### src/hw/fir_params.svh
/* FIR filter constants
   Tap count, data widths, lane count, multiply depth and output scaling */

`ifndef FIR_PARAMS_SVH
`define FIR_PARAMS_SVH

// Filter length and tap address width
`define FIR_TAPS        64
`define FIR_TAP_AW      6

// Data path widths
`define FIR_SAMPLE_W    16      // Signed Q1.15 samples
`define FIR_COEF_W      16      // Signed Q1.15 coefficients
`define FIR_PROD_W      32      // Full product, no rounding
`define FIR_ACC_W       38      // Product plus 6 bits growth for 64 taps

// Interleaved partial sums in the accumulator
`define FIR_LANES       5

// Registered stages in the multiplier
`define FIR_MUL_STAGES  2

// Sum to output scaling, back to Q1.15
`define FIR_OUT_SHIFT   15

`endif

### src/hw/fir_num_pkg.sv
/* FIR numeric types
   Signed vectors for the data path and the tap address */

`default_nettype none

`include "fir_params.svh"

package fir_num_pkg;

	// Input sample and narrowed output
	typedef logic signed [`FIR_SAMPLE_W-1:0] sample_t;

	// Filter coefficient
	typedef logic signed [`FIR_COEF_W-1:0] coef_t;

	// Exact sample x coefficient
	typedef logic signed [`FIR_PROD_W-1:0] product_t;

	// Partial and final sums, wide enough for all taps
	typedef logic signed [`FIR_ACC_W-1:0] acc_t;

	// Index into either 64-entry memory
	typedef logic [`FIR_TAP_AW-1:0] tap_addr_t;

endpackage

`default_nettype wire

### src/hw/fir_ctrl_pkg.sv
/* FIR control types
   Sequencer states and the beats passed between the pipeline stages */

`default_nettype none

package fir_ctrl_pkg;

	// Sequencer FSM
	// LOAD is the only state that takes coefficient writes
	typedef enum logic [1:0] {
		SEQ_LOAD  = 2'd0,  // After reset, coefficient window open
		SEQ_IDLE  = 2'd1,  // Waiting for the next sample
		SEQ_ISSUE = 2'd2   // Streaming tap pairs, one per cycle
	} seq_state_t;

	// Sequencer to multiplier
	// One sample and coefficient pair per cycle
	typedef struct packed {
		logic                 valid;   // Beat carries a tap
		logic                 last;    // Final tap of the block
		fir_num_pkg::sample_t sample;  // Delayed input sample
		fir_num_pkg::coef_t   coef;    // Matching coefficient
	} tap_beat_t;

	// Multiplier to accumulator
	typedef struct packed {
		logic                  valid;    // Beat carries a product
		logic                  last;     // Final product of the block
		fir_num_pkg::product_t product;  // Exact signed product
	} prod_beat_t;

endpackage

`default_nettype wire

### src/hw/fir_tap_sequencer.sv
/* FIR tap sequencer
   Holds coefficient and sample memories, accepts samples and issues
   one registered tap pair per cycle for each accepted sample */

`timescale 1ns/100ps
`default_nettype none

`include "fir_params.svh"

module fir_tap_sequencer (
	input  logic                    alu_clk,
	input  logic                    clk_fast,   // Async reset, active low
	input  fir_num_pkg::sample_t    din,
	input  logic                    din_valid,
	input  fir_num_pkg::coef_t      cin,
	input  fir_num_pkg::tap_addr_t  caddr,
	input  logic                    cload,
	output fir_ctrl_pkg::tap_beat_t tap_beat
);

	localparam fir_num_pkg::tap_addr_t TAP_LAST = fir_num_pkg::tap_addr_t'(`FIR_TAPS - 1);

	fir_ctrl_pkg::seq_state_t state_q;

	// Flop arrays, both cleared by reset
	fir_num_pkg::coef_t   cmem [`FIR_TAPS];
	fir_num_pkg::sample_t smem [`FIR_TAPS];

	fir_num_pkg::tap_addr_t wr_ptr_q;   // Slot of the newest sample
	fir_num_pkg::tap_addr_t tap_cnt_q;  // Tap being issued
	fir_num_pkg::tap_addr_t rd_addr;

	logic accept;
	logic coef_wr;
	logic issuing;
	logic tap_last;

	// Samples only land outside ISSUE, otherwise dropped
	assign accept  = din_valid && (state_q != fir_ctrl_pkg::SEQ_ISSUE);

	// Coefficient window closes with the first sample
	assign coef_wr = cload && (state_q == fir_ctrl_pkg::SEQ_LOAD);

	assign issuing  = (state_q == fir_ctrl_pkg::SEQ_ISSUE);
	assign tap_last = issuing && (tap_cnt_q == TAP_LAST);

	// Walk back from the newest sample, wraps mod 64
	assign rd_addr = wr_ptr_q - tap_cnt_q;

	// Memory writes
	always_ff @(posedge alu_clk or negedge clk_fast) begin
		if (!clk_fast) begin
			for (int i = 0; i < `FIR_TAPS; i++) begin
				cmem[i] <= '0;
				smem[i] <= '0;  // Empty history reads as zero
			end
		end else begin
			if (coef_wr) begin
				cmem[caddr] <= cin;
			end
			if (accept) begin
				smem[wr_ptr_q] <= din;  // Newest sample, read back as tap 0
			end
		end
	end

	// Sequencer FSM
	always_ff @(posedge alu_clk or negedge clk_fast) begin
		if (!clk_fast) begin
			state_q   <= fir_ctrl_pkg::SEQ_LOAD;
			wr_ptr_q  <= '0;
			tap_cnt_q <= '0;
		end else begin
			case (state_q)
				fir_ctrl_pkg::SEQ_LOAD,
				fir_ctrl_pkg::SEQ_IDLE: begin
					if (accept) begin
						state_q   <= fir_ctrl_pkg::SEQ_ISSUE;
						tap_cnt_q <= '0;
					end
				end
				fir_ctrl_pkg::SEQ_ISSUE: begin
					if (tap_last) begin
						// Block done, next sample goes to the following slot
						state_q   <= fir_ctrl_pkg::SEQ_IDLE;
						wr_ptr_q  <= wr_ptr_q + 1'b1;
						tap_cnt_q <= '0;
					end else begin
						tap_cnt_q <= tap_cnt_q + 1'b1;
					end
				end
				default: begin
					state_q <= fir_ctrl_pkg::SEQ_IDLE;  // Unused code
				end
			endcase
		end
	end

	// Registered tap beat
	// Leaves one cycle after the tap is issued
	always_ff @(posedge alu_clk or negedge clk_fast) begin
		if (!clk_fast) begin
			tap_beat <= '0;
		end else begin
			tap_beat.valid  <= issuing;
			tap_beat.last   <= tap_last;   // Marks tap 63
			tap_beat.sample <= smem[rd_addr];
			tap_beat.coef   <= cmem[tap_cnt_q];
		end
	end

endmodule

`default_nettype wire

### config.mk
export PLATFORM = sky130hd
export DESIGN_NAME = fir_tap_sequencer
export DESIGN_NICKNAME = d
export VERILOG_FILES = /design/src/hw/fir_num_pkg.sv /design/src/hw/fir_ctrl_pkg.sv /design/src/hw/fir_tap_sequencer.sv
export VERILOG_INCLUDE_DIRS = /design/src /design/src/hw
export SDC_FILE = /design/constraint.sdc
export NUM_CORES = 2
export LEC_CHECK = 0
export ABC_AREA = 1
export ABC_CLOCK_PERIOD_IN_PS = 5000
export CAP_MARGIN = 30
export CORE_ASPECT_RATIO = 0.7
export CORE_MARGIN = 1.5
export CORE_UTILIZATION = 39
export DETAILED_ROUTE_END_ITERATION = 8
export DONT_BUFFER_PORTS = 1
export MAX_ROUTING_LAYER = met4
export PLACE_DENSITY = 0.5
export REMOVE_ABC_BUFFERS = 1
export SYNTH_ARGS = -nofsm -noshare
export SYNTH_HDL_FRONTEND = slang
export SYNTH_SLANG_ARGS = --single-unit
export TNS_END_PERCENT = 10
### constraint.sdc
create_clock -name alu_clk -period 5 [get_ports alu_clk]
set_clock_uncertainty 0.1 [all_clocks]
set_input_delay 0.25 -clock alu_clk [delete_from_list [all_inputs] [get_ports alu_clk]]
set_output_delay 0.25 -clock alu_clk [all_outputs]
set_load 0.02 [all_outputs]
==> flow_summary.json <==
{
  "outcome": "finished, violations left",
  "violations": "slew limit",
  "nets": 12300,
  "power.total_mw": 54.6,
  "drtPass1Iterations": 5,
  "power_density_mw_per_mm2": 502,
  "postSynthAreaPerCell_sq_um": 7.65,
  "hp-class": "in -> async",
  "mostFrequentLayoutCells": "nand2_1, dfrtp_1, o21ai_0",
  "rrSetupSlack_ns": 1.00,
  "post_cts_resized": 0,
  "start_kind": "input pin",
  "setup_tns_ns": 0,
  "cp_max_fo": 208,
  "ctsHtreeMaxLevel": 4,
  "ant_nets": 0,
  "ys_seq_elements": 2096,
  "layout-drive-gt1-share_pct": 5.71,
  "min_period_ns": 4.25,
  "antenna_found_initial": 14,
  "slew_viol_final": 38,
  "fillers": 24900,
  "routabilityCongestion": 0.882,
  "drc": 0,
  "hold_viol": 0,
  "die_y_um": 421,
  "synth_area_sq_mm": 0.0973,
  "grt_pass1_wl_um": 496000,
  "rsz0062_at_grt": "no",
  "crit_arrival_ns": 5.03,
  "clkSlewWorstSetupHoldPaths_ns": 0.06,
  "timing.fmax_mhz": 235,
  "synthCells": 12700,
  "worst_ir_drop_vdd_v": 0.000550,
  "ys_seq_area_share_pct": 53.9,
  "cts_buffers": 224,
  "cts_tree": "yes",
  "root_buffer": "clkbuf_16",
  "clock_latency_ns": 0.90,
  "initial_utilization_pct": 39.2,
  "clock-sinks": 2096,
  "area_growth_pct": 11.7,
  "grt_pass1_vias": 77300,
  "synth.distinct_cells": 29,
  "holdWs_ns": 0.0616,
  "relSlewSlack_pct": -2.36,
  "die_width_um": 600,
  "layout_commonest_cell": "nand2_1",
  "io_pins": 76,
  "core_area_sq_mm": 0.248,
  "finalCritPeriodShare_pct": 85.0,
  "worstMarginPinSlew_ns": 1.54,
  "crit_type": "in -> async",
  "rows": 153,
  "endpoint_kind": "async pin",
  "cts_max_path_buffers": 4,
  "required_ns": 5.78,
  "dp_hpwl_um": 183000,
  "yosys_warnings": 0,
  "leakagePower_nw": 50.3,
  "grt_overflow": 0,
  "drtIter0Drc": 8767,
  "wl_per_cell_um": 20.6,
  "dieArea_sq_mm": 0.253,
  "track_usage_pct": 26.3,
  "grt_max_degree": 235,
  "wl_um": 325000,
  "placed_area_sq_mm": 0.101,
  "finish.instance_area_sq_mm": 0.109,
  "vias": 82300,
  "maxCapViolations": 0,
  "numPortBuffers": 0,
  "avgViaCountPerCell": 5.23,
  "finalSetupViolCount": 0
}
-- report_power, final --
group | switching (mW) | total (mW) | internal [mW]
clock | 7.06 | 17.1 | 10.0
sequential | 0.870 | 18.9 | 18.1
combinational | 13.9 | 18.6 | 4.65
-- sequential cells by signal, indices dropped and copies added, names as in the netlist --
signal     flops
cmem        1024
smem        1024
tap_beat      34
tap_cnt_q      6
wr_ptr_q       6
state_q        2
-- Yosys cell counts --
library cell,number,area share (%)
or2_2,21,0.13
o21ai_1,122,0.63
dfrtp_1,2096,54
clkbuf_1,969,3.7
a21oi_1,3,0.015
fa_1,1,0.021
xnor2_1,4,0.036
o21ai_0,1934,9.9
inv_2,7,0.027
ha_1,7,0.090
inv_1,817,3.2
nor3b_1,2,0.015
nor3_2,2,0.021
nor4_1,1,0.0064
buf_1,50,0.19
xor2_1,6,0.054
nand3b_1,1,0.0077
nand2_2,8,0.051
a21boi_0,1,0.0077
clkinv_1,35,0.13
o22ai_1,2,0.013
nand4_1,4,0.026
o211ai_1,30,0.23
buf_2,1,0.0051
nor4_4,4,0.087
nor2_1,53,0.20
nand2_1,4924,19
nand3_1,1595,8.2
nor3_1,15,0.077
-- metal layers --
layer / wire [um] / vias to the layer above / track usage [%] / share of wire, %
met1: 157000 / 39900 / 39.1 / 48
met5: 0 / - / - / 0
met2: 131000 / 2425 / 35.2 / 40
met3: 27500 / 440 / 6.54 / 8.5
met4: 8450 / 0 / 6.69 / 2.6
li1: - / 39500 / - / -
-- worst max-delay path: stages --
cell           delay (ns)
dlygate4sd3_1        0.63
buf_16               0.17
buf_16               0.11
buf_16               0.14
buf_16               0.55
buf_16               0.43
buf_16               0.66
buf_16               0.52
buf_16               0.54
-- cell families (layout without fill, tap and decap cells) --
family | count (synthesis) | count (layout) | synth area share, %
xor+xnor | 10 | 10 | 0.0900
buf+inv | 1879 | 1572 | 7.25
compound gates | 2092 | 2092 | 10.8
flops | 2096 | 2096 | 53.9
simple gates | 6630 | 6630 | 27.8
fa+ha+maj | 8 | 8 | 0.111
other cells | 0 | 6 | 0
-- stage by stage --
| stage | worst slack (ns) | utilization (%) | cells |
|---|---|---|---|
| 6_report | 0.752 | 43.8 | 15700 |
| 5_1_grt | 0.167 | 43.8 | 15700 |
| 4_1_cts | 0.433 | 43.8 | 15700 |
| 3_5_place_dp | -0.380 | 40.6 | 15300 |
| 3_3_place_gp | -0.360 | 40.4 | 15300 |
| 2_1_floorplan | -24.22 | - | 11700 |
-- path summary, 6_finish.rpt --
path                              startpoint           end  depth (start not counted)
worst min register to register     smem[588]     smem[588]                          2
worst max register to register  tap_cnt_q[0]  tap_beat[28]                         11
min in group alu_clk                caddr[4]     cmem[364]                          5
worst min-delay path                clk_fast     cmem[616]                          3
worst max-delay path                clk_fast     smem[489]                          9
max in group alu_clk            tap_cnt_q[0]  tap_beat[28]                         11
-- final cells by class --
class / instances / area, sq um / area share [%]
timing repair buffer: 328 / 3550 / 3.26
clock buffer: 323 / 6570 / 6.04
tap: 3332 / 4170 / 3.83
inverter: 859 / 3260 / 3.00
sequential: 2096 / 52500 / 48.2
clock inverter: 62 / 803 / 0.739
antenna: 6 / 15.0 / 0.0138
multi-input combinational: 8740 / 37900 / 34.9
-- repair_timing --
item / 4_1_cts / 5_1_grt
buffers inserted: 0 / 0
hold endpoints to repair: 2195 / 0
hold buffers: 55 / 0
endpoints found under the setup margin: 0 / 144
Power figures use the tool's default switching activity.
