$ cat config.mk
export PLATFORM = sky130hd
export DESIGN_NAME = fir_lane_accumulator
export DESIGN_NICKNAME = d
export VERILOG_FILES = /design/src/hw/fir_num_pkg.sv /design/src/hw/fir_ctrl_pkg.sv /design/src/hw/fir_lane_accumulator.sv
export VERILOG_INCLUDE_DIRS = /design/src /design/src/hw
export SDC_FILE = /design/constraint.sdc
export NUM_CORES = 2
export LEC_CHECK = 0
export ABC_AREA = 1
export BUFFER_PORTS_ARGS = -buffer_cell sky130_fd_sc_hd__buf_2
export CAP_MARGIN = 20
export CELL_PAD_IN_SITES_DETAIL_PLACEMENT = 1
export CELL_PAD_IN_SITES_GLOBAL_PLACEMENT = 1
export CORE_ASPECT_RATIO = 0.7
export CORE_MARGIN = 5
export CORE_UTILIZATION = 46
export DETAILED_ROUTE_END_ITERATION = 10
export GPL_TIMING_DRIVEN = 0
export PLACE_DENSITY = 0.88
export SETUP_SLACK_MARGIN = 0.1
export SYNTH_ARGS = -nofsm -noshare
export SYNTH_HDL_FRONTEND = slang
export SYNTH_SLANG_ARGS = --single-unit
$ cat constraint.sdc
create_clock -name alu_clk -period 5.2 [get_ports alu_clk]
set_clock_uncertainty 0.2 [all_clocks]
set_input_delay 0.52 -clock alu_clk [delete_from_list [all_inputs] [get_ports alu_clk]]
set_output_delay 0.52 -clock alu_clk [all_outputs]
set_load 0.01 [all_outputs]
$ cat src/hw/fir_params.svh
/* FIR filter constants
   Tap count, data widths, lane count, multiply depth and output scaling */

`ifndef FIR_PARAMS_SVH
`define FIR_PARAMS_SVH

// Filter length and tap address width
`define FIR_TAPS        64
`define FIR_TAP_AW      6

// Data path widths
`define FIR_SAMPLE_W    16      // Signed Q1.15 samples
`define FIR_COEF_W      16      // Signed Q1.15 coefficients
`define FIR_PROD_W      32      // Full product, no rounding
`define FIR_ACC_W       38      // Product plus 6 bits growth for 64 taps

// Interleaved partial sums in the accumulator
`define FIR_LANES       5

// Registered stages in the multiplier
`define FIR_MUL_STAGES  2

// Sum to output scaling, back to Q1.15
`define FIR_OUT_SHIFT   15

`endif

$ cat src/hw/fir_num_pkg.sv
/* FIR numeric types
   Signed vectors for the data path and the tap address */

`default_nettype none

`include "fir_params.svh"

package fir_num_pkg;

	// Input sample and narrowed output
	typedef logic signed [`FIR_SAMPLE_W-1:0] sample_t;

	// Filter coefficient
	typedef logic signed [`FIR_COEF_W-1:0] coef_t;

	// Exact sample x coefficient
	typedef logic signed [`FIR_PROD_W-1:0] product_t;

	// Partial and final sums, wide enough for all taps
	typedef logic signed [`FIR_ACC_W-1:0] acc_t;

	// Index into either 64-entry memory
	typedef logic [`FIR_TAP_AW-1:0] tap_addr_t;

endpackage

`default_nettype wire

$ cat src/hw/fir_ctrl_pkg.sv
/* FIR control types
   Sequencer states and the beats passed between the pipeline stages */

`default_nettype none

package fir_ctrl_pkg;

	// Sequencer FSM
	// LOAD is the only state that takes coefficient writes
	typedef enum logic [1:0] {
		SEQ_LOAD  = 2'd0,  // After reset, coefficient window open
		SEQ_IDLE  = 2'd1,  // Waiting for the next sample
		SEQ_ISSUE = 2'd2   // Streaming tap pairs, one per cycle
	} seq_state_t;

	// Sequencer to multiplier
	// One sample and coefficient pair per cycle
	typedef struct packed {
		logic                 valid;   // Beat carries a tap
		logic                 last;    // Final tap of the block
		fir_num_pkg::sample_t sample;  // Delayed input sample
		fir_num_pkg::coef_t   coef;    // Matching coefficient
	} tap_beat_t;

	// Multiplier to accumulator
	typedef struct packed {
		logic                  valid;    // Beat carries a product
		logic                  last;     // Final product of the block
		fir_num_pkg::product_t product;  // Exact signed product
	} prod_beat_t;

endpackage

`default_nettype wire

$ cat src/hw/fir_lane_accumulator.sv
/* FIR lane accumulator
   Sums products into interleaved lanes, folds the lanes into one result,
   then scales and saturates it for the narrow output */

`timescale 1ns/100ps
`default_nettype none

`include "fir_params.svh"

module fir_lane_accumulator (
	input  logic                     alu_clk,
	input  logic                     clk_fast,   // Async reset, active low
	input  fir_ctrl_pkg::prod_beat_t prod_beat,
	output fir_num_pkg::sample_t     dout,
	output fir_num_pkg::acc_t        dout_raw,
	output logic                     dout_valid
);

	localparam int LANES  = `FIR_LANES;
	localparam int LANE_W = $clog2(LANES);
	localparam int EXT_W  = `FIR_ACC_W - `FIR_PROD_W;
	localparam logic [LANE_W-1:0] LANE_LAST = LANE_W'(LANES - 1);

	// Output range of sample_t, in sum width
	localparam fir_num_pkg::acc_t SAT_MAX = fir_num_pkg::acc_t'((2 ** (`FIR_SAMPLE_W - 1)) - 1);
	localparam fir_num_pkg::acc_t SAT_MIN = fir_num_pkg::acc_t'(-(2 ** (`FIR_SAMPLE_W - 1)));

	fir_num_pkg::acc_t lane_q [LANES];  // Running partial sums
	fir_num_pkg::acc_t lane_d [LANES];
	fir_num_pkg::acc_t comb_q [LANES];  // Snapshot of a finished block
	fir_num_pkg::acc_t comb_sum_q;
	fir_num_pkg::acc_t final_sum;
	fir_num_pkg::acc_t prod_ext;

	logic [LANE_W-1:0] lane_idx_q;  // Product i goes to lane i mod LANES
	logic [LANE_W-1:0] comb_cnt_q;
	logic              block_open_q;
	logic              comb_busy_q;

	// Arithmetic shift, then clamp into sample_t
	function automatic fir_num_pkg::sample_t sat_sample(input fir_num_pkg::acc_t v);
		fir_num_pkg::acc_t s;
		s = v >>> `FIR_OUT_SHIFT;
		if (s > SAT_MAX) begin
			return fir_num_pkg::sample_t'(SAT_MAX);
		end else if (s < SAT_MIN) begin
			return fir_num_pkg::sample_t'(SAT_MIN);
		end
		return fir_num_pkg::sample_t'(s);
	endfunction

	assign prod_ext = {{EXT_W{prod_beat.product[`FIR_PROD_W-1]}}, prod_beat.product};

	// Next lane values, block start begins from zero
	always_comb begin
		for (int i = 0; i < LANES; i++) begin
			lane_d[i] = block_open_q ? lane_q[i] : '0;
			if (LANE_W'(i) == lane_idx_q) begin
				lane_d[i] = lane_d[i] + prod_ext;
			end
		end
	end

	// Lane accumulation
	always_ff @(posedge alu_clk or negedge clk_fast) begin
		if (!clk_fast) begin
			for (int i = 0; i < LANES; i++) begin
				lane_q[i] <= '0;
			end
			lane_idx_q   <= '0;
			block_open_q <= 1'b0;
		end else if (prod_beat.valid) begin
			if (prod_beat.last) begin
				// Sums move to the combine set, lanes free for the next block
				for (int i = 0; i < LANES; i++) begin
					lane_q[i] <= '0;
				end
				lane_idx_q   <= '0;
				block_open_q <= 1'b0;
			end else begin
				lane_q       <= lane_d;
				lane_idx_q   <= (lane_idx_q == LANE_LAST) ? '0 : lane_idx_q + 1'b1;
				block_open_q <= 1'b1;
			end
		end
	end

	// One lane folded in per combine cycle
	assign final_sum = comb_sum_q + comb_q[comb_cnt_q];

	// Combine and output
	always_ff @(posedge alu_clk or negedge clk_fast) begin
		if (!clk_fast) begin
			for (int i = 0; i < LANES; i++) begin
				comb_q[i] <= '0;
			end
			comb_sum_q  <= '0;
			comb_cnt_q  <= '0;
			comb_busy_q <= 1'b0;
			dout        <= '0;
			dout_raw    <= '0;
			dout_valid  <= 1'b0;
		end else begin
			dout_valid <= 1'b0;  // Single cycle strobe
			if (prod_beat.valid && prod_beat.last) begin
				comb_q      <= lane_d;  // Includes the last product
				comb_sum_q  <= '0;
				comb_cnt_q  <= '0;
				comb_busy_q <= 1'b1;
			end else if (comb_busy_q) begin
				comb_sum_q <= final_sum;
				if (comb_cnt_q == LANE_LAST) begin
					comb_busy_q <= 1'b0;
					dout_raw    <= final_sum;
					dout        <= sat_sample(final_sum);
					dout_valid  <= 1'b1;
				end else begin
					comb_cnt_q <= comb_cnt_q + 1'b1;
				end
			end
		end
	end

endmodule

`default_nettype wire

==> results.py <==
metrics = {
    "synthesis": {
        "yosysWarnings": 0,
        "synth_edf_count": 0,
        "synth.top_cell.area_share_pct": 31.9,
        "ys_seq_elements": 481,
        "synth_area_leaders": "dfrtp_1 32%, nand2_1 18%, o21ai_0 8.9%, inv_1 7.8%, ha_1 7.6%",
        "synth_area_leader_cell": "dfrtp_1",
        "syn_inst": 5836,
        "syn-cell-area_um2": 37800,
        "seq_area_frac_synth_pct": 31.9,
        "synth-async-reset-ratio_pct": 100,
        "ys_types": 50,
        "synthFlopType": "dfrtp_1",
        "synth_nets": 6107,
        "syn_area_per_cell_um2": 6.47,
    },
    "worst_setup_path": {
        "path_class": "reg -> reg",
        "worstReg2RegStart": "comb_cnt_q[0]",
        "critPathArrivalTime_ns": 5.50,
        "required_ns": 5.52,
        "reg2reg_depth": 18,
        "startpoint": "comb_cnt_q[0]",
        "cp_slowest_cell": "o21ai_0",
        "slowest_delay_ns": 0.77,
        "cp_top_family": "simple AND/OR/NAND/NOR gates",
        "cp_max_fo": 10,
        "end_kind": "flop",
        "cp_common_cell": "nand2_1",
        "reg2reg_slack_ns": 0.01,
        "crit_chain": "clkbuf_4, clkbuf_1, o21ai_0, nand3_1, o21ai_0, ha_1, inv_1, nor3_1, inv_1, nor4_1, nand2_1, nand2_1, nand2_1, nand2_2, nand2_4, buf_4, nand2_1, nand2_1",
        "setup.worst_path.start_class": "flop",
        "crit_buf_inv": 5,
        "r2r_end": "dout[7]",
    },
    "final_layout": {
        "final_cell_mix": "1804 x nand2_1, 787 x inv_1, 668 x o21ai_0, 481 x dfrtp_1, 465 x nand3_1",
        "drive_gt1_share_pct": 5.67,
        "fillers": 11000,
        "syn2layout_area_growth_pct": 10.6,
        "layout_commonest_cell": "nand2_1",
        "nets": 6259,
    },
    "grt": {
        "grt_use_met3_pct": 16.7,
        "grt_antenna_before_repair": 11,
        "met2_usage_pct": 54.8,
        "grt_max_degree": 121,
        "grt_pass1_wl_um": 277000,
        "grt_pass1_vias": 41700,
        "grt_usage_pct": 42.0,
        "grt_overflow": 0,
        "use_met1_pct": 61.2,
        "top_usage_layer": "met1",
    },
    "floorplanning": {
        "die_x_um": 352,
        "rows": 87,
        "die_h_um": 250,
        "die_area_um2": 88000,
        "core_um2": 81000,
        "start_util_pct": 46.6,
        "io_pins": 91,
    },
    "min_path": {
        "hold_end": "lane_idx_q[2]",
        "hold_start": "prod_beat[33]",
        "holdPathStages": 2,
        "min_path_type": "in -> reg",
    },
    "sta": {
        "timing.final.ws_setup_ns": 0.0135,
        "timing.hold.ws_ns": 0.119,
        "finalMaxSlewViolations": 0,
        "min_period_over_period_pct": 99.7,
        "setup_violations": 0,
        "min_period_ns": 5.19,
        "grt_setup_unrepaired": "true",
        "finalSetupTns_ns": 0,
        "max_freq_ghz": 0.193,
        "relSlewSlack_pct": 15.5,
        "hold_viol_final": 0,
        "tightest_slew_ns": 1.27,
    },
    "cts": {
        "clk_pin_slew_ns": 0.07,
        "cts_tree": "yes",
        "cts.htree.levels": 2,
        "postCtsSetupBuffers": 0,
        "cts-buffers-inserted": 52,
        "clockBufferDepth": 3,
        "clock-sinks": 481,
        "insertion_delay_ns": 0.65,
        "root_buffer": "clkbuf_16",
    },
    "route": {
        "wl_per_cell_um": 26.9,
        "finalWirelength_um": 191000,
        "drt_iter0_drc": 5241,
        "drtAntennaViolNets": 0,
        "avgViaCountPerCell": 6.07,
        "drc_errors": 0,
        "dr.pass1.iters": 6,
        "vias": 43100,
    },
    "power": {
        "leakage_nw": 22.5,
        "cellPowerDensity_nw_per_um2": 474,
        "max-vdd-ir-drop_v": 0.000386,
        "total_power_w": 0.0198,
    },
    "place": {
        "io_buffers": 90,
        "post-place-ws_ns": -0.345,
        "place.gp.congestion": 1.04,
        "hpwl_um": 154000,
    },
    "outcome": {
        "status": "complete, no violations",
    },
    "job": {
        "drv_cap": 0,
    },
}
[power breakdown]
| part | total [W] | switching [W] | internal, W | leakage, nW |
|---|---|---|---|---|
| Combinational | 0.0106 | 0.00778 | 0.00278 | 15.2 |
| Clock | 0.00408 | 0.00176 | 0.00232 | 0.878 |
| Sequential | 0.00517 | 0.000574 | 0.00459 | 6.37 |
[stage by stage]
stage / cell area (um2) / util, % / cells
final: 41800 / 51.6 / 7110
after CTS: 41600 / 51.3 / 7094
after floorplan: 37800 / - / 5836
after global placement: 39500 / 48.8 / 6994
after global routing: 41700 / 51.5 / 7099
after detailed placement: 39700 / 49.0 / 6998
[sequential cells by signal (all words and copies together), names as in the netlist]
register and flops:
dout 16, comb_q 190, comb_busy_q 1, comb_cnt_q 3
lane_idx_q 3, comb_sum_q 38, dout_raw 38, lane_q 190
dout_valid 1, block_open_q 1
[kinds of logic after synthesis]
kind of cell,synth area share (%)
and+or+nand+nor,30.5
AOI/OAI and AO/OA,16.7
buffers and inverters,10.0
DFF,31.9
adders and majority gates,7.91
xor gates and xnor gates,3.02
[metal layers]
layer  routed length, um  vias to the layer above
li1                    -                    19100
met1               84400                    21300
met2               71500                     2321
met3               26800                      360
met4                8210                        0
met5                   0                        -
[repair_timing]
item / CTS / global route
setup endpoints to repair: 59 / 49
gates resized for setup: 25 / 55
endpoints found under the hold margin: 37 / 0
hold buffers: 1 / 0
pin swaps: 0 / 1
[cell usage after synthesis, types with 22 or more instances]
master	instances
clkbuf_1	160
ha_1	229
a21oi_1	332
a31oi_1	54
o21bai_1	31
inv_1	787
nand2_1	1805
nor2_1	394
nor3_1	31
buf_1	35
nand2_2	22
nand3_1	469
o21ai_0	674
xor2_1	85
nand4_1	27
dfrtp_1	481
xnor2_1	45
[worst max path at each step]
| stage | to | slack [ns] | depth (start not counted) |
|---|---|---|---|
| after floorplan | dout[10] | 1.61 | 26 |
| after global placement | comb_sum_q[2] | -6.71 | 1 |
| after detailed placement | dout[11] | -0.34 | 22 |
| after CTS | comb_q[28] | 0.09 | 17 |
| after global routing | dout[7] | 0.08 | 22 |
| final | dout[7] | 0.01 | 18 |
[area by class of cell]
type / count / area, um2 / area share [%]
Multi-Input combinational cell: 4351 / 22100 / 52.9
Sequential cell: 481 / 12000 / 28.8
Inverter: 804 / 3020 / 7.24
Clock buffer: 70 / 1490 / 3.57
Tap cell: 1068 / 1340 / 3.20
Buffer: 199 / 805 / 1.93
Timing Repair Buffer: 99 / 633 / 1.52
Clock inverter: 25 / 313 / 0.749
Antenna cell: 13 / 32.5 / 0.0779
No activity file was read; power rests on OpenSTA's default activity.
