$ cat config.mk
export PLATFORM = sky130hd
export DESIGN_NAME = fir_mul_pipe
export DESIGN_NICKNAME = d
export VERILOG_FILES = /design/src/hw/fir_num_pkg.sv /design/src/hw/fir_ctrl_pkg.sv /design/src/hw/fir_mul_pipe.sv
export VERILOG_INCLUDE_DIRS = /design/src /design/src/hw
export SDC_FILE = /design/constraint.sdc
export NUM_CORES = 1
export LEC_CHECK = 0
export ABC_AREA = 1
export BUFFER_PORTS_ARGS = -buffer_cell sky130_fd_sc_hd__buf_2
export CORE_MARGIN = 2
export CORE_UTILIZATION = 25
export CTS_CLUSTER_DIAMETER = 150
export DETAILED_ROUTE_END_ITERATION = 8
export GPL_TIMING_DRIVEN = 0
export MAX_ROUTING_LAYER = met4
export PLACE_DENSITY = 0.4
export SETUP_SLACK_MARGIN = 0.05
export SLEW_MARGIN = 40
export SYNTH_ARGS = -nofsm -noshare
export SYNTH_HDL_FRONTEND = slang
export SYNTH_SLANG_ARGS = --single-unit
export TNS_END_PERCENT = 1
$ cat constraint.sdc
create_clock -name alu_clk -period 0.8 [get_ports alu_clk]
set_input_delay 0.12 -clock alu_clk [delete_from_list [all_inputs] [get_ports alu_clk]]
set_output_delay 0.12 -clock alu_clk [all_outputs]
set_load 0.02 [all_outputs]
$ cat src/hw/fir_params.svh
/* FIR filter constants
   Tap count, data widths, lane count, multiply depth and output scaling */

`ifndef FIR_PARAMS_SVH
`define FIR_PARAMS_SVH

// Filter length and tap address width
`define FIR_TAPS        64
`define FIR_TAP_AW      6

// Data path widths
`define FIR_SAMPLE_W    16      // Signed Q1.15 samples
`define FIR_COEF_W      16      // Signed Q1.15 coefficients
`define FIR_PROD_W      32      // Full product, no rounding
`define FIR_ACC_W       38      // Product plus 6 bits growth for 64 taps

// Interleaved partial sums in the accumulator
`define FIR_LANES       5

// Registered stages in the multiplier
`define FIR_MUL_STAGES  2

// Sum to output scaling, back to Q1.15
`define FIR_OUT_SHIFT   15

`endif

$ cat src/hw/fir_num_pkg.sv
/* FIR numeric types
   Signed vectors for the data path and the tap address */

`default_nettype none

`include "fir_params.svh"

package fir_num_pkg;

	// Input sample and narrowed output
	typedef logic signed [`FIR_SAMPLE_W-1:0] sample_t;

	// Filter coefficient
	typedef logic signed [`FIR_COEF_W-1:0] coef_t;

	// Exact sample x coefficient
	typedef logic signed [`FIR_PROD_W-1:0] product_t;

	// Partial and final sums, wide enough for all taps
	typedef logic signed [`FIR_ACC_W-1:0] acc_t;

	// Index into either 64-entry memory
	typedef logic [`FIR_TAP_AW-1:0] tap_addr_t;

endpackage

`default_nettype wire

$ cat src/hw/fir_ctrl_pkg.sv
/* FIR control types
   Sequencer states and the beats passed between the pipeline stages */

`default_nettype none

package fir_ctrl_pkg;

	// Sequencer FSM
	// LOAD is the only state that takes coefficient writes
	typedef enum logic [1:0] {
		SEQ_LOAD  = 2'd0,  // After reset, coefficient window open
		SEQ_IDLE  = 2'd1,  // Waiting for the next sample
		SEQ_ISSUE = 2'd2   // Streaming tap pairs, one per cycle
	} seq_state_t;

	// Sequencer to multiplier
	// One sample and coefficient pair per cycle
	typedef struct packed {
		logic                 valid;   // Beat carries a tap
		logic                 last;    // Final tap of the block
		fir_num_pkg::sample_t sample;  // Delayed input sample
		fir_num_pkg::coef_t   coef;    // Matching coefficient
	} tap_beat_t;

	// Multiplier to accumulator
	typedef struct packed {
		logic                  valid;    // Beat carries a product
		logic                  last;     // Final product of the block
		fir_num_pkg::product_t product;  // Exact signed product
	} prod_beat_t;

endpackage

`default_nettype wire

$ cat src/hw/fir_mul_pipe.sv
/* FIR multiply pipeline
   Signed sample x coefficient product over a fixed number of register stages */

`timescale 1ns/100ps
`default_nettype none

`include "fir_params.svh"

module fir_mul_pipe (
	input  logic                     alu_clk,
	input  logic                     clk_fast,   // Async reset, active low
	input  fir_ctrl_pkg::tap_beat_t  tap_beat,
	output fir_ctrl_pkg::prod_beat_t prod_beat
);

	localparam int STAGES = `FIR_MUL_STAGES;

	// Stage registers, index 0 right after the multiplier
	logic                  vld_q  [STAGES];
	logic                  last_q [STAGES];
	fir_num_pkg::product_t prod_q [STAGES];

	fir_num_pkg::product_t mul;

	// Full width signed multiply, exact
	assign mul = fir_num_pkg::product_t'($signed(tap_beat.sample)) *
	             fir_num_pkg::product_t'($signed(tap_beat.coef));

	// Valid and last ride along with the product
	always_ff @(posedge alu_clk or negedge clk_fast) begin
		if (!clk_fast) begin
			for (int s = 0; s < STAGES; s++) begin
				vld_q[s]  <= 1'b0;
				last_q[s] <= 1'b0;
			end
		end else begin
			vld_q[0]  <= tap_beat.valid;
			last_q[0] <= tap_beat.last;
			for (int s = 1; s < STAGES; s++) begin
				vld_q[s]  <= vld_q[s-1];
				last_q[s] <= last_q[s-1];
			end
		end
	end

	// Product payload
	always_ff @(posedge alu_clk) begin
		prod_q[0] <= mul;
		for (int s = 1; s < STAGES; s++) begin
			prod_q[s] <= prod_q[s-1];
		end
	end

	always_comb begin
		prod_beat.valid   = vld_q[STAGES-1];
		prod_beat.last    = last_q[STAGES-1];
		prod_beat.product = prod_q[STAGES-1];
	end

endmodule

`default_nettype wire

==> results of run 1 <==
cells by family (layout without fill, tap and decap cells):
kind of cell	count (synthesis)	in the layout
XOR/XNOR	20	20
AO/OA/AOI/OAI	40	40
flip-flops	68	68
buffers and inverters	571	668
adder cells (fa/ha/maj)	344	344
AND/OR/NAND/NOR	523	523
Yosys cell counts, types with 2 or more instances:
| library cell | n |
|---|---|
| dfxtp_1 | 64 |
| or2_2 | 3 |
| nor3_2 | 2 |
| o21bai_1 | 5 |
| nand3_1 | 33 |
| dfrtp_1 | 4 |
| xnor2_1 | 3 |
| inv_1 | 477 |
| nor3_1 | 8 |
| nor2_4 | 2 |
| nor2_2 | 3 |
| nand2_1 | 407 |
| a21oi_1 | 24 |
| fa_1 | 262 |
| clkbuf_1 | 58 |
| ha_1 | 82 |
| buf_4 | 34 |
| nor2_1 | 46 |
| xor2_1 | 17 |
| o21ai_0 | 9 |
| nand4_1 | 11 |
| nand3b_1 | 2 |
| nand2_2 | 3 |
worst paths after layout:
path / startpoint / endpoint / slack, ns
min in group asynchronous: clk_fast / last_q[1] / 0.12
max: tap_beat[4] / prod_q[0][19] / -3.98
max reg2reg: last_q[1] / prod_beat[32] / 0.33
max in group asynchronous: clk_fast / prod_beat[32] / 0.57
min reg2reg: prod_q[0][8] / prod_q[0][40] / 0.32
min: tap_beat[16] / prod_q[0][0] / 0.07
sequential cells by signal, summed over array words and instances (netlist names):
signal and count:
last_q 1, prod_beat 2, prod_q 64, vld_q 1
layer usage:
metal | vias up | track usage | share of wire
met1 | 4875 | 0.200 | 0.44
met4 | 0 | 0.0272 | 0.015
li1 | 4524 | - | -
met5 | - | - | 0
met3 | 24 | 0.0168 | 0.035
met2 | 176 | 0.272 | 0.51
tightest hold or removal path, delay by kind of cell:
family	cells	cell delay, ns
buffers and inverters	2	0.18
AND/OR/NAND/NOR	1	0.07
cell type report:
cell class              count  area [um2]
clock inverters             6        86.3
multi-input cells         927        9850
well taps                 664         831
inverters                 478        1800
flip-flops and latches     68        1380
clock buffers              10         239
repair buffers             81         796
plain buffers              93        1380
fillers                  5150       32700
through the flow:
stage | cell area, um2 | TNS [ns] | instances
after CTS | 16000 | -108.11 | 2322
after global placement | 13900 | -133.48 | 2272
after detailed placement | 13900 | -133.11 | 2272
after global routing | 16400 | -112.50 | 2327
final | 16400 | -106.58 | 2327
after floorplan | 12900 | -102.35 | 1566
timing repair:
action | in CTS | in global routing
setup buffers | 31 | 4
cloned | 0 | 1
hold buffers | 3 | 0
gates resized for setup | 319 | 83
endpoints found under the setup margin | 65 | 65
hold endpoints to repair | 6 | 0
pin swaps | 75 | 55
==> qor.csv, run 1 <==
metric;value;unit
status;finished with violations;
failing checks;setup timing;
Crit path buffers/inverters;9;
Core Area;49100;um2
startpoint type of the worst setup path;input port;
Req. time, crit path;1.00;ns
Final Hold Fails;0;
# rows;81;
syn_nets;1946;
top cells by area, synth;fa_1 42%, inv_1 14%, nand2_1 12%;
CP dominant cell by count;inv_1;
cell family with most CP delay;adder cells;
Post-synth ARST share;0.0588;
Post-route DRC;0;
most common cell after layout, fill and taps aside;inv_1;
fin crit share;5.98;
starting density of the core;0.253;
maxcap violations;0;
worst-path fanout max;7;
die height;227;um
unrepaired setup endpoints after global routing;yes;
sequential share of the synthesized area;0.111;
Crit-path slowest cell;fa_2;
Worst Setup Path Type;in -> reg;
CTS Sinks;68;
cts bufs inserted;9;
Hold WS;0.0694;ns
worst setup margin;-3.98;ns
xor/xnor share of the synthesized area;0.0141;
Via-to-Cell Ratio;4.13;
DIE AREA;51500;um2
HP Class;in -> reg;
Antenna Nets Post-Route;0;
Util after Layout;0.334;
DRT iter0 DRCs;431;
vias in the first global route;10676;
first-pass GRT wire length;59.1;mm
die width;227;um
Worst path max stage delay;0.60;ns
largest family of logic cells by synthesized area;adder cells;
initial antenna violation count;0;
worst-skew pair later-pin latency;0.33;ns
syn avg cell area;7.94;um2
share of the synthesized area in the top cell type;0.422;
Tightest Pin Transition;0.500;ns
Slew Limit Headroom;0.667;
Worst setup EP type;flop;
most frequent cells in the layout;451 x inv_1, 363 x nand2_1, 247 x fa_1;
area grow syn2layout;31.6;%
Post-Route Skew;0.00659;ns
largest net degree at the start of global routing;13;
I/O Pins;70;
Root Buffer;clkbuf_16;
Cell Area, Synth;12400;um2
DRT Wirelength;36.0;mm
critical path cell sequence;clkbuf_16, clkbuf_16, nand2_1, inv_1, fa_1, inv_1, fa_1, fa_1, inv_1, fa_2, fa_1, inv_1, fa_2, inv_2, ha_4, nand2_4, inv_1, a21oi_4, nand3_4, nand2_2, inv_1, o21bai_1, nand2_1;
Final Wtd Congestion;0.853;
#FFs+latches synth;68;
remaining global-route overflow;0;
mux contribution to synthesized area;0;
layout cell share with drive strength beyond 1;0.233;
Final Max Tran Viols;0;
hold-critical path depth;3;
Synth Area in Compound Gates;0.0175;
H-tree Lvls;3;
minimum clock period;4.78;ns
Mapped Cells;1566;
Reg clk slew, reported paths;0.05;ns
port bufs;42;
Post-synth EDFFs;0;
CTS tree;yes;
Placement Setup Slack;-5.09;ns
antenna cells;0;
iteration count of the initial detailed-routing pass;5;
All-Layer GR Usage;0.157;
DP HPWL;30.2;mm
setup violators final;64;
WP depth;23;
adder-cell area share of the yosys netlist;0.504;
clk buf depth;2;
Fmax;209;MHz
Synth Flop Type;dfxtp_1;
Yosys cell types;30;
data arrival time of the critical path;4.98;ns
area leader, netlist;fa_1;
Wirelength per Cell;15.5;um
Post-Synth Simple-Gate Area;0.170;
Final #Nets;2038;
YS warnings;0;
routed vias;9599;
R2R cell count;0;
Power of run 1 is not shown: default switching activity piles up to over one toggle a cycle in this logic, so the estimate is an artifact.
==> run 2, diff against run 1 <==
--- a/config.mk
+++ b/config.mk
@@ -11,3 +11,3 @@
 export CORE_MARGIN = 2
-export CORE_UTILIZATION = 25
+export CORE_UTILIZATION = 58
 export CTS_CLUSTER_DIAMETER = 150
@@ -16,3 +16,3 @@
 export MAX_ROUTING_LAYER = met4
-export PLACE_DENSITY = 0.4
+export PLACE_DENSITY = 0.78
 export SETUP_SLACK_MARGIN = 0.05
==> constraint.sdc (replaced) <==
create_clock -name alu_clk -period 0.8 [get_ports alu_clk]
set_input_delay 0.16 -clock alu_clk [delete_from_list [all_inputs] [get_ports alu_clk]]
set_output_delay 0.16 -clock alu_clk [all_outputs]
set_load 0.02 [all_outputs]
==> run 2 against run 1 <==
  * Hold slack better by 0.094 ns
  * The run still ends with setup timing left
  * Setup slack worse by 0.060 ns
  * Non-clock buffer count up 17
  * Sequential share of layout area up 0.26 points
  * Critical path type unchanged
  * Critical path depth down 2
  * Routed wire length down 2.9%
  * Die area down 56%
  * Count of clock-buffer cells in the layout up 2
  * Register-to-register slack about the same
==> qor.csv, run 2 (same netlist as run 1, synthesis figures left out) <==
metric;value;unit;change
Hold WS;0.164;ns;+0.0944 ns
Req. time, crit path;1.05;ns;+0.05 ns
Reg2Reg Setup Slack;0.32;ns;about the same
maxcap violations;0;;unchanged
startpoint type of the worst setup path;input port;;
HP Class;in -> async;;
worst setup margin;-4.04;ns;-0.0603 ns
Final #Nets;2055;;+0.83%
initial antenna violation count;0;;unchanged
unrepaired setup endpoints after global routing;yes;;
Slew Limit Headroom;0.671;;+0.00438
Post-route DRC;0;;unchanged
Worst setup EP type;flop;;
Worst Setup Path Type;in -> reg;;
Wirelength per Cell;17.9;um;+16%
most common cell after layout, fill and taps aside;inv_1;;
Reg clk slew, reported paths;0.05;ns;about the same
I/O Pins;70;;unchanged
worst-path fanout max;6;;-1
R2R cell count;0;;unchanged
Final Wtd Congestion;0.930;;+9.0%
first-pass GRT wire length;53.0;mm;-10%
RR Endpoint;prod_beat[33];;
layout cell share with drive strength beyond 1;0.238;;+0.00419
# fillers;1397;;-73%
setup violators final;64;;unchanged
DRT Wirelength;34.9;mm;-2.9%
starting density of the core;0.591;;+0.338
Via-to-Cell Ratio;5.26;;+27%
Root Buffer;clkbuf_16;;
Final Max Tran Viols;0;;unchanged
CTS Sinks;68;;unchanged
H-tree Lvls;3;;unchanged
Post-Route Skew;0.00402;ns;-0.00257 ns
area grow syn2layout;27.5;%;
cts bufs inserted;9;;unchanged
DRT iter0 DRCs;732;;+70%
largest register by flop count;prod_q;;
failing checks;setup timing;;
Final Hold Fails;0;;unchanged
most frequent cells in the layout;450 x inv_1, 368 x nand2_1, 240 x fa_1;;
Tightest Pin Transition;0.493;ns;-0.00656 ns
die height;150;um;-34%
DIE AREA;22600;um2;-56%
remaining global-route overflow;0;;unchanged
clk buf depth;2;;unchanged
iteration count of the initial detailed-routing pass;5;;unchanged
Core Area;21000;um2;-57%
All-Layer GR Usage;0.322;;+0.165
fin crit share;6.05;;+0.0754
minimum clock period;4.84;ns;+0.0603 ns
port bufs;42;;unchanged
data arrival time of the critical path;5.09;ns;+0.11 ns
CTS tree;yes;;
# rows;53;;-35%
antenna cells;0;;unchanged
vias in the first global route;10811;;+1.3%
routed vias;10278;;+7.1%
Crit Reg-Reg Startpoint;vld_q[1];;
DP HPWL;25.6;mm;-15%
worst-skew pair later-pin latency;0.33;ns;about the same
Antenna Nets Post-Route;0;;unchanged
Largest register FFs;64;;unchanged
die width;150;um;-34%
Fmax;207;MHz;-1.2%
status;finished with violations;;
largest net degree at the start of global routing;12;;-1
Util after Layout;0.754;;+0.421
==> run 2: cell count changes in the layout (fill, tap and decap cells not counted), moves of 4 or more <==
cell and change:
ha_4 +5, fa_2 +7, nor2_2 +5, clkbuf_16 -4, ha_1 -4, nand2_1 +5
nand2_4 -6, a21oi_1 +5, buf_6 -9, a21oi_4 -4, fa_1 -7, clkbuf_8 +5
buf_4 +23, nor2_4 -4
==> run 2: timing repair <==
action	in CTS	in global routing
endpoints found under the hold margin	6	0
hold buffers	3	0
resized for setup	307	58
setup endpoints to repair	65	65
gates cloned	0	2
setup buffers	40	11
pin swaps	92	46
==> run 2: critical path: stages <==
cell and delay [ns]:
buf_2 0.10, clkinvlp_4 0.14, buf_4 0.17, or2_2 0.28
fa_1 0.45, fa_1 0.49, inv_1 0.05, fa_1 0.49
fa_1 0.43, fa_1 0.50, inv_1 0.06, fa_2 0.56
inv_2 0.06, ha_4 0.29, nand2_2 0.09, nor2_4 0.11
inv_2 0.07, nor2_4 0.16, nand4_1 0.14, nand3_1 0.13
xor2_1 0.15
==> run 2: cell type report <==
class                   count  area (um2)  share of cell area
clock inverters             4        72.6             0.00458
multi-input cells         927        9790               0.618
well taps                 275         344              0.0217
repair buffers             98         903              0.0570
inverters                 478        1800               0.113
flip-flops and latches     68        1380              0.0872
plain buffers              93        1320              0.0830
clock buffers              12         246              0.0155
==> run 2: worst max-delay path by stage <==
| stage | slack (ns) | cells after the start | start | endpoint |
|---|---|---|---|---|
| 6_report | -4.04 | 21 | tap_beat[15] | prod_q[0][20] |
| 5_1_grt | -4.17 | 21 | tap_beat[15] | prod_q[0][20] |
| 4_1_cts | -3.94 | 20 | tap_beat[15] | prod_q[0][21] |
| 3_5_place_dp | -4.95 | 20 | tap_beat[30] | prod_q[0][22] |
| 3_3_place_gp | -4.88 | 20 | tap_beat[30] | prod_q[0][22] |
| 2_1_floorplan | -3.94 | 20 | tap_beat[6] | prod_q[0][30] |
==> run 2: per-stage QoR <==
step	setup slack (ns)	TNS, ns	instance area, um2	cells
after global routing	-4.17	-114.96	15900	1955
final	-4.04	-110.94	15900	1955
after floorplan	-3.94	-103.59	12900	1566
after CTS	-3.94	-108.91	15500	1942
after global placement	-4.88	-127.90	13400	1883
after detailed placement	-4.95	-128.99	13400	1883
==> run 2: metal layers <==
metal	vias to the layer above	wire length, um	track usage
met5	-	0	-
met4	0	1690	0.141
met3	140	2740	0.0594
met2	510	17900	0.548
met1	5062	12600	0.374
li1	4566	-	-
Power of run 2 is left out for the same reason.
